==> config.mk <==
export PLATFORM = sky130hd
export DESIGN_NAME = fifo_top
export DESIGN_NICKNAME = d
export VERILOG_FILES = /design/src/design/fifo_pkg.sv /design/src/design/fifo_level_monitor.sv /design/src/design/fifo_ram.sv /design/src/design/fifo_status_signal.sv /design/src/design/fifo_top.sv
export SDC_FILE = /design/constraint.sdc
export NUM_CORES = 1
export LEC_CHECK = 0
export ABC_AREA = 1
export BUFFER_PORTS_ARGS = -buffer_cell sky130_fd_sc_hd__buf_2
export CAP_MARGIN = 0
export CORE_MARGIN = 2
export CORE_UTILIZATION = 35
export CTS_BUF_LIST = sky130_fd_sc_hd__clkbuf_8
export DETAILED_ROUTE_END_ITERATION = 10
export PLACE_DENSITY_LB_ADDON = 0.05
export SYNTH_ARGS = -nofsm -noshare
export SYNTH_HDL_FRONTEND = slang
export SYNTH_HIERARCHICAL = 1
export SYNTH_SLANG_ARGS = --single-unit
==> constraint.sdc <==
create_clock -name clk -period 3.55 [get_ports clk]
set_input_delay 0.355 -clock clk [delete_from_list [all_inputs] [get_ports clk]]
set_output_delay 0.355 -clock clk [all_outputs]
set_load 0.01 [all_outputs]
==> src/design/fifo_pkg.sv <==
package fifo_pkg;

    ////////////////////////////////////////////////////////////////////////////
    // Widths
    ////////////////////////////////////////////////////////////////////////////

    // One stored word
    localparam int DATA_WIDTH  = 16;
    // RAM address, limits the depth to 16 entries
    localparam int ADDR_WIDTH  = 4;
    // Occupancy count from 0 up to the full depth
    localparam int LEVEL_WIDTH = ADDR_WIDTH + 1;

    typedef logic [DATA_WIDTH-1:0]  fifo_data_t;
    typedef logic [ADDR_WIDTH-1:0]  fifo_addr_t;
    typedef logic [LEVEL_WIDTH-1:0] fifo_level_t;

    ////////////////////////////////////////////////////////////////////////////
    // Default configuration
    ////////////////////////////////////////////////////////////////////////////

    // Entries in the RAM, not a power of two
    localparam int FIFO_DEPTH_DEFAULT   = 13;

    // almost_full set at or above this level
    localparam int ALMOST_FULL_DEFAULT  = 11;

    // almost_empty set at or below this level
    localparam int ALMOST_EMPTY_DEFAULT = 2;

endpackage

==> src/design/fifo_level_monitor.sv <==
`timescale 1ns/100ps

module fifo_level_monitor #(
    parameter int DEPTH              = fifo_pkg::FIFO_DEPTH_DEFAULT,
    parameter int ALMOST_FULL_LEVEL  = fifo_pkg::ALMOST_FULL_DEFAULT,
    parameter int ALMOST_EMPTY_LEVEL = fifo_pkg::ALMOST_EMPTY_DEFAULT
) (
    input  logic                  clk,
    input  logic                  reset,
    // Pointer pair from the status stage
    input  fifo_pkg::fifo_addr_t  wr_addr,
    input  fifo_pkg::fifo_addr_t  rd_addr,
    input  logic                  wr_lap,
    input  logic                  rd_lap,
    // One cycle behind the pointers
    output fifo_pkg::fifo_level_t level,
    output logic                  almost_full,
    output logic                  almost_empty
);

    import fifo_pkg::*;

    ////////////////////////////////////////////////////////////////////////////
    // Occupancy
    ////////////////////////////////////////////////////////////////////////////

    // Constants in count width
    localparam fifo_level_t DEPTH_LEVEL = fifo_level_t'(DEPTH);
    localparam fifo_level_t AF_LEVEL    = fifo_level_t'(ALMOST_FULL_LEVEL);
    localparam fifo_level_t AE_LEVEL    = fifo_level_t'(ALMOST_EMPTY_LEVEL);

    fifo_level_t level_next;
    fifo_level_t wr_ext;
    fifo_level_t rd_ext;

    // Zero-extend addresses to the count width
    assign wr_ext = fifo_level_t'(wr_addr);
    assign rd_ext = fifo_level_t'(rd_addr);

    always_comb begin
        if (wr_lap == rd_lap) begin
            // Same lap, writer is ahead in the array
            level_next = wr_ext - rd_ext;
        end else begin
            // Writer has wrapped once more than the reader
            level_next = DEPTH_LEVEL - rd_ext + wr_ext;
        end
    end

    ////////////////////////////////////////////////////////////////////////////
    // Registered outputs
    ////////////////////////////////////////////////////////////////////////////

    always_ff @(posedge clk) begin
        if (reset) begin
            level        <= '0;
            almost_full  <= 1'b0;
            almost_empty <= 1'b1;
        end else begin
            level        <= level_next;
            // Thresholds are inclusive
            almost_full  <= (level_next >= AF_LEVEL);
            almost_empty <= (level_next <= AE_LEVEL);
        end
    end

    // Count never runs past the array size
    a_level_bounded: assert property (
        @(posedge clk) disable iff (reset)
        level <= DEPTH_LEVEL
    );

endmodule

==> src/design/fifo_ram.sv <==
`timescale 1ns/100ps

module fifo_ram #(
    parameter int DEPTH = fifo_pkg::FIFO_DEPTH_DEFAULT
) (
    input  logic                 clk,
    input  logic                 reset,
    // Write port
    input  logic                 write_accept,
    input  fifo_pkg::fifo_addr_t wr_addr,
    input  fifo_pkg::fifo_data_t wr_data,
    // Read port
    input  logic                 read_accept,
    input  fifo_pkg::fifo_addr_t rd_addr,
    output fifo_pkg::fifo_data_t rd_data,
    output logic                 rd_valid
);

    import fifo_pkg::*;

    ////////////////////////////////////////////////////////////////////////////
    // Storage
    ////////////////////////////////////////////////////////////////////////////

    // Highest address the array holds
    localparam fifo_addr_t LAST_ADDR = fifo_addr_t'(DEPTH - 1);

    // DEPTH entries only since codes above DEPTH-1 never occur
    fifo_data_t mem [0:DEPTH-1];

    // Write on an accepted strobe
    always_ff @(posedge clk) begin
        if (write_accept) begin
            mem[wr_addr] <= wr_data;
        end
    end

    // Registered read that holds its data between reads
    always_ff @(posedge clk) begin
        if (read_accept) begin
            rd_data <= mem[rd_addr];
        end
    end

    // One-cycle pulse alongside the new data
    always_ff @(posedge clk) begin
        if (reset) begin
            rd_valid <= 1'b0;
        end else begin
            rd_valid <= read_accept;
        end
    end

    // Accesses stay inside the array
    a_access_in_range: assert property (
        @(posedge clk) disable iff (reset)
        (!write_accept || (wr_addr <= LAST_ADDR)) && (!read_accept || (rd_addr <= LAST_ADDR))
    );

endmodule

==> src/design/fifo_status_signal.sv <==
`timescale 1ns/100ps

module fifo_status_signal #(
    parameter int DEPTH = fifo_pkg::FIFO_DEPTH_DEFAULT
) (
    input  logic                 clk,
    input  logic                 reset,
    // Single-cycle strobes without handshake
    input  logic                 write,
    input  logic                 read,
    // Registered pointer state
    output fifo_pkg::fifo_addr_t wr_addr,
    output fifo_pkg::fifo_addr_t rd_addr,
    output logic                 wr_lap,
    output logic                 rd_lap,
    // Strobes that got past the full and empty gate
    output logic                 write_accept,
    output logic                 read_accept,
    output logic                 full,
    output logic                 empty,
    // Sticky until reset
    output logic                 overflow,
    output logic                 underflow
);

    import fifo_pkg::*;

    ////////////////////////////////////////////////////////////////////////////
    // Pointer wrap
    ////////////////////////////////////////////////////////////////////////////

    // Highest valid RAM address
    localparam fifo_addr_t LAST_ADDR = fifo_addr_t'(DEPTH - 1);

    // Step to the next entry and back to zero after the last one
    function automatic fifo_addr_t next_addr(input fifo_addr_t addr);
        return (addr == LAST_ADDR) ? '0 : addr + fifo_addr_t'(1);
    endfunction

    logic addr_equal;

    ////////////////////////////////////////////////////////////////////////////
    // Status and acceptance
    ////////////////////////////////////////////////////////////////////////////

    // On equal addresses the lap bits tell full from empty
    assign addr_equal = (wr_addr == rd_addr);
    assign full       = addr_equal && (wr_lap != rd_lap);
    assign empty      = addr_equal && (wr_lap == rd_lap);

    // Refuse writes when full and reads when empty
    assign write_accept = write && !full;
    assign read_accept  = read && !empty;

    ////////////////////////////////////////////////////////////////////////////
    // Pointers
    ////////////////////////////////////////////////////////////////////////////

    // Write side
    always_ff @(posedge clk) begin
        if (reset) begin
            wr_addr <= '0;
            wr_lap  <= 1'b0;
        end else if (write_accept) begin
            wr_addr <= next_addr(wr_addr);
            // Lap flips on the wrap
            if (wr_addr == LAST_ADDR) begin
                wr_lap <= !wr_lap;
            end
        end
    end

    // Read side in the same scheme
    always_ff @(posedge clk) begin
        if (reset) begin
            rd_addr <= '0;
            rd_lap  <= 1'b0;
        end else if (read_accept) begin
            rd_addr <= next_addr(rd_addr);
            if (rd_addr == LAST_ADDR) begin
                rd_lap <= !rd_lap;
            end
        end
    end

    ////////////////////////////////////////////////////////////////////////////
    // Error flags
    ////////////////////////////////////////////////////////////////////////////

    // Set one edge after a refused strobe
    always_ff @(posedge clk) begin
        if (reset) begin
            overflow  <= 1'b0;
            underflow <= 1'b0;
        end else begin
            if (write && full) begin
                overflow <= 1'b1;
            end
            if (read && empty) begin
                underflow <= 1'b1;
            end
        end
    end

    // Reader stays behind the writer and at most one lap back
    a_pointer_order: assert property (
        @(posedge clk) disable iff (reset)
        (wr_lap == rd_lap) ? (wr_addr >= rd_addr) : (wr_addr <= rd_addr)
    );

    // Wrap keeps both addresses inside the RAM
    a_addr_in_range: assert property (
        @(posedge clk) disable iff (reset)
        (wr_addr <= LAST_ADDR) && (rd_addr <= LAST_ADDR)
    );

endmodule

==> src/design/fifo_top.sv <==
`timescale 1ns/100ps

module fifo_top #(
    parameter int DEPTH              = fifo_pkg::FIFO_DEPTH_DEFAULT,
    parameter int ALMOST_FULL_LEVEL  = fifo_pkg::ALMOST_FULL_DEFAULT,
    parameter int ALMOST_EMPTY_LEVEL = fifo_pkg::ALMOST_EMPTY_DEFAULT
) (
    input  logic                  clk,
    input  logic                  reset,
    // Producer side
    input  logic                  write,
    input  fifo_pkg::fifo_data_t  wr_data,
    // Consumer side, data must be taken on the rd_valid pulse
    input  logic                  read,
    output fifo_pkg::fifo_data_t  rd_data,
    output logic                  rd_valid,
    // Status
    output logic                  full,
    output logic                  empty,
    output fifo_pkg::fifo_level_t level,
    output logic                  almost_full,
    output logic                  almost_empty,
    // Sticky errors
    output logic                  overflow,
    output logic                  underflow
);

    import fifo_pkg::*;

    ////////////////////////////////////////////////////////////////////////////
    // Internal wires
    ////////////////////////////////////////////////////////////////////////////

    // Pointer state from the status stage
    fifo_addr_t wr_addr;
    fifo_addr_t rd_addr;
    logic       wr_lap;
    logic       rd_lap;

    // Accepted strobes toward the RAM
    logic       write_accept;
    logic       read_accept;

    ////////////////////////////////////////////////////////////////////////////
    // Pointer and status stage
    ////////////////////////////////////////////////////////////////////////////

    fifo_status_signal #(
        .DEPTH (DEPTH)
    ) fifo_status_signal_inst (
        .clk          (clk),
        .reset        (reset),
        .write        (write),
        .read         (read),
        .wr_addr      (wr_addr),
        .rd_addr      (rd_addr),
        .wr_lap       (wr_lap),
        .rd_lap       (rd_lap),
        .write_accept (write_accept),
        .read_accept  (read_accept),
        .full         (full),
        .empty        (empty),
        .overflow     (overflow),
        .underflow    (underflow)
    );

    ////////////////////////////////////////////////////////////////////////////
    // Storage stage
    ////////////////////////////////////////////////////////////////////////////

    fifo_ram #(
        .DEPTH (DEPTH)
    ) fifo_ram_inst (
        .clk          (clk),
        .reset        (reset),
        .write_accept (write_accept),
        .wr_addr      (wr_addr),
        .wr_data      (wr_data),
        .read_accept  (read_accept),
        .rd_addr      (rd_addr),
        .rd_data      (rd_data),
        .rd_valid     (rd_valid)
    );

    ////////////////////////////////////////////////////////////////////////////
    // Level stage
    ////////////////////////////////////////////////////////////////////////////

    // Works from the registered pointers, adds one more cycle
    fifo_level_monitor #(
        .DEPTH              (DEPTH),
        .ALMOST_FULL_LEVEL  (ALMOST_FULL_LEVEL),
        .ALMOST_EMPTY_LEVEL (ALMOST_EMPTY_LEVEL)
    ) fifo_level_monitor_inst (
        .clk          (clk),
        .reset        (reset),
        .wr_addr      (wr_addr),
        .rd_addr      (rd_addr),
        .wr_lap       (wr_lap),
        .rd_lap       (rd_lap),
        .level        (level),
        .almost_full  (almost_full),
        .almost_empty (almost_empty)
    );

endmodule

-- Yosys cells after proc, flatten, opt, wreduce, memory -nomap -nowiden
Memory sizes are Yosys's and may differ from the RTL's. A register that Yosys moved wholly into a read port is not among the register bits.
Index checks and enable logic that the tools add are counted.
W data, S select, Z words.
- flip-flop bits (word level): 20
- memory bits (writable): 208
- bits of input ports: 20
- output and inout port bits: 28
- logic and storage cells: 40
- memories kept: 1
- memories (name ; depth ; bits a word ; read ports ; clocked after Yosys merged registers in ; write ports ; RTL line ; text):
    fifo_ram_inst.mem ; 13 ; 16 ; 1 ; 1 ; 1 ; fifo_ram.sv:29 ; fifo_data_t mem [0:DEPTH-1];
- add/sub/neg operators: 5
- order comparisons: 2
- equality and inequality tests: 5
- muxes and demuxes: 5
- reduce and logical (&&, ||, !) cells: 12
- operators by type and width (cell ; count):
    $add A4 B1 Y4 const B ; 2
    $eq A4 B4 Y1 const B ; 2
    $mux W4 ; 2
    $logic_and A1 B1 Y1 ; 6
    $add A5 B4 Y5 ; 1
    $ge A5 B4 Y1 const B ; 1
    $le A5 B2 Y1 const B ; 1
    $mux W5 ; 1
    $sub A4 B4 Y5 ; 1
    $sub A4 B4 Y5 const A ; 1
    $eq A4 B4 Y1 ; 1
    $logic_not A1 Y1 ; 4
    $reduce_and A2 Y1 ; 2
    $mux W1 ; 2
    $eq A1 B1 Y1 ; 1
    $ne A1 B1 Y1 ; 1

-- Longest topological paths before layout
- word-level depth: 6
- gate-level depth with buffers: 13
- depth with buffers taken out: 13

-- Hierarchy
Netlist, hierarchy kept.
- modules (own cells, without submodules) (module ; times used ; cells each ; area each (um^2) ; seq. area each (um^2)):
    fifo_ram ; 1 ; 835 ; 9345.2 ; 6746.5
    fifo_status_signal ; 1 ; 114 ; 794.5 ; 240.2
    fifo_level_monitor ; 1 ; 95 ; 658.1 ; 140.1

-- Worst setup path after synthesis
Ideal clock, no wire load.
- path kind: flip-flop to flip-flop
- start point: register fifo_status_signal_inst.wr_addr[2]
- end point: memory fifo_ram_inst/mem[12][0] in the netlist's numbering, enable pin
- arrival time: 2224 ps
- data required time: 3141 ps
- path slack: 916 ps
- cell stages (with the launch flop): 10
- buffers on the path: 1
- period minus slack after synthesis: 2634 ps
- cell sequence: dfxtp_1 buf_2 nand2_1 nand2_2 nor2_4 nand3_4 nand2_4 inv_2 nand2_1 nor3_1
- cells in the longest elaborated chain, start to end: 6
- RTL lines (element ; RTL line ; text):
    start, declared ; fifo_status_signal.sv:12 ; output fifo_pkg::fifo_addr_t wr_addr,
    start signal, assigned ; fifo_status_signal.sv:65 ; wr_addr <= next_addr(wr_addr);
    $eq A4 B4 Y1 ; fifo_status_signal.sv:47 ; assign addr_equal = (wr_addr == rd_addr);
    $logic_and A1 B1 Y1 ; fifo_status_signal.sv:48 ; assign full = addr_equal && (wr_lap != rd_lap);
    $logic_not A1 Y1 ; fifo_status_signal.sv:52 ; assign write_accept = write && !full;
    $logic_and A1 B1 Y1 ; fifo_status_signal.sv:52 ;
    named net write_accept ; fifo_top.sv:41 ; logic write_accept;
    $mux W1 ; fifo_ram.sv:33 ; if (write_accept) begin
    $mux W1 (implied by the code) ; fifo_ram.sv:34 ; mem[wr_addr] <= wr_data;
    end, declared ; fifo_ram.sv:29 ;
The timed path passes the listed nets, and every way through them passes these cells.

-- Worst setup path in the final report
- start point: register fifo_status_signal_inst.rd_addr[1]
- end point: memory fifo_ram_inst/mem[8][1] in the netlist's numbering, enable pin
- cells in the longest elaborated chain, start to end: 6
- RTL lines (element ; RTL line ; text):
    start, declared ; fifo_status_signal.sv:13 ; output fifo_pkg::fifo_addr_t rd_addr,
    start signal, assigned ; fifo_status_signal.sv:79 ; rd_addr <= next_addr(rd_addr);
    $eq A4 B4 Y1 ; fifo_status_signal.sv:47 ;
    $logic_and A1 B1 Y1 ; fifo_status_signal.sv:48 ;
    $logic_not A1 Y1 ; fifo_status_signal.sv:52 ;
    $logic_and A1 B1 Y1 ; fifo_status_signal.sv:52 ;
    named net write_accept ; fifo_top.sv:41 ;
    $mux W1 ; fifo_ram.sv:33 ;
    $mux W1 (implied by the code) ; fifo_ram.sv:34 ;
The timed path passes the listed nets, and every way through them passes these cells.

==> impl_metrics.toml <==
[setup_path]
rrSetupSlack_ns = 1.01
cp-end-kind = "flop"
crit_required_ns = 3.71
crit_buf_inv = 1
path_class = "reg2reg"
worstPathCellList = "nand2_1 > nand2_1 > nor2_4 > nand3_4 > nand2_4 > inv_2 > nand3_1 > nor2_2"
start_kind = "flop"
crit_family = "simple AND/OR/NAND/NOR gates"
crit_arrival_ns = 2.70
critPathSlowestCell = "nor2_2"
cpMostUsedCell = "nand2_1"
crit_path_max_incr_delay_ns = 0.75
critPathMaxFanout = 19

[placed_design]
dp_hpwl_um = 18900
gp_congestion = 0.780
portBuffers = 47

[drt]
drt_iter0_drc = 552
wl_per_cell_um = 19.9
wl_um = 30700
antenna_left = 0
post-route-drc-count = 0
via_per_inst = 4.66
drt-pass1-iter-count = 5
num_vias = 7187

[global_route]
gr-total-overflow = 0
grt_pass1_wl_um = 45200
track_usage_pct = 19.0
antenna_found_initial = 2
grt_pass1_vias = 6964
grt_max_degree = 70

[timing]
fmax_mhz = 394
relSlewSlack_pct = 20.1
period_needed_ns = 2.54
final_max_slew_viol_count = 0
finalSetupTns_ns = 0
rsz0062_at_grt = "false"
fin_worst_skew_ns = 0.0142
final_hold_viol_count = 0
worstMarginPinSlew_ns = 1.20
whs_ns = 0.182
finalSetupViolCount = 0
finalCritPeriodShare_pct = 71.5

[clocking]
clockRootBuffer = "clkbuf_8"
clk_path_buf_depth = 3
cts.sinks = 244
insertion_delay_ns = 0.54
clk_pin_slew_ns = 0.06
postCtsSetupBuffers = 0
cts-resized-gates = 0
hold_buffers = 0
h-tree-depth = 2
tritoncts = "yes"
cts_made_buffers = 45

[layout]
final_cell_mix = "274 x nand2_1, 224 x edfxtp_1, 190 x inv_1"
drive_gt1_share_pct = 14.5
final_common_cell = "nand2_1"
fillers = 3005
finalNetCount = 1151
syn2layout_area_growth_pct = 13.7
multiInputGateArea_sq_um = 2800
regArea_sq_um = 7130

[synth]
syn_inst = 1044
synth.avg_cell_area_sq_um = 10.3
netlist_area_sq_um = 10800
synth_nets = 1081
synth_cell_type_count = 31
ys_warn_count = 6
ys_ff_latch = 244
seq_area_frac_synth_pct = 66.0

[flow_run]
drv_cap = 0

[floorplanning]
rows = 64
die-area_sq_um = 32300
die_h_um = 180
die_w_um = 180
ios = 48
core-area_sq_um = 30500
start_util_pct = 35.4

[pwr]
powerDensity_nw_per_um2 = 568
ir_drop_mv = 0.224
power_leakage_uw = 0.00524

[hold_path]
hold_path_class = "in2reg"

[run_status]
status = "complete, no violations"
==> sequential cells by signal (all words and copies together), names as in the netlist, 4 cells and up <==
signal / count
fifo_ram_inst/mem: 208
fifo_ram_inst/rd_data: 16
fifo_level_monitor_inst/level: 5
fifo_status_signal_inst/rd_addr: 4
fifo_status_signal_inst/wr_addr: 4
==> through the flow <==
stage               cells  setup WS, ns  utilization [%]  cell area, sq um  total power (uW)
finish               1543          1.01             40.2             12300              6970
global route         1542         0.789             40.2             12300              7330
floorplan            1044         0.916                -             10800              4160
CTS                  1542         0.942             40.2             12300              7110
detailed placement   1463         0.956             37.6             11500              4650
global placement     1463         0.992             37.6             11500              4660
==> cells in the mapped netlist <==
library cell	n	area [sq um]
nor3_1	1	5.00
buf_1	4	15.0
o211ai_1	14	105
edfxtp_1	224	6730
fa_1	2	40.0
nand4_1	3	18.8
xor2_1	3	26.3
or2_2	4	25.0
o21ai_1	2	10.0
nand2_1	274	1030
nand3_1	147	736
ha_1	15	188
nand3b_1	4	30.0
nand2_4	4	45.0
nor2_4	2	22.5
dfxtp_1	20	400
clkbuf_1	6	22.5
or2_1	1	6.26
o21ai_0	10	50.1
a21oi_1	7	35.0
inv_2	13	48.8
inv_1	167	627
buf_6	1	11.3
nor2_2	1	6.26
buf_2	18	90.1
buf_4	12	90.1
nand3_4	2	35.0
nor2_1	73	274
xor2_2	1	16.3
nand2_2	6	37.5
a21oi_2	3	26.3
==> area by class of cell <==
type / instances / area share [%]
Antenna cell: 1 / 0.0204
Inverter: 180 / 5.50
Multi-Input combinational cell: 579 / 22.8
Clock buffer: 49 / 5.49
Clock inverter: 30 / 0.968
Tap cell: 396 / 4.04
Sequential cell: 244 / 58.1
Timing Repair Buffer: 64 / 3.06
==> kinds of logic (layout without fill, tap and decap cells) <==
family	Yosys count	after routing	share of synthesized area, %
AO/OA/AOI/OAI	36	36	2.10
XOR/XNOR	4	4	0.394
adder cells (fa/ha/maj)	17	17	2.11
buffers and inverters	221	323	8.38
flip-flops	244	244	66.0
other	0	1	0
AND/OR/NAND/NOR	522	522	21.0
==> final timing paths <==
check / depth (start not counted) / to / startpoint
min: 3 / fifo_status_signal_inst/wr_addr[2] / write
max reg2reg: 8 / fifo_ram_inst/mem[8][1] / fifo_status_signal_inst/rd_addr[1]
max: 8 / fifo_ram_inst/mem[8][1] / fifo_status_signal_inst/rd_addr[1]
min reg2reg: 2 / fifo_status_signal_inst/overflow / fifo_status_signal_inst/overflow
==> worst min-delay path, stage by stage <==
cell      delay, ns
buf_2          0.16
nand3b_1       0.11
a21oi_2        0.05
==> where the power goes <==
part	internal (uW)	leakage, uW	switching [uW]	total, uW
Combinational	355	0.00255	855	1210
Sequential	3290	0.00220	58.8	3350
Clock	1260	0.000491	1150	2410
Total	4900	0.00524	2060	6970
==> per-layer routing <==
| metal | routed length (um) | global-route usage, % | part of all wire [%] |
|---|---|---|---|
| met5 | 0 | 0 | 0 |
| met4 | 808 | 5.92 | 2.6 |
| met3 | 1380 | 2.92 | 4.5 |
| met2 | 15000 | 32.4 | 49 |
| met1 | 13500 | 24.9 | 44 |
Power figures use the tool's default switching activity.
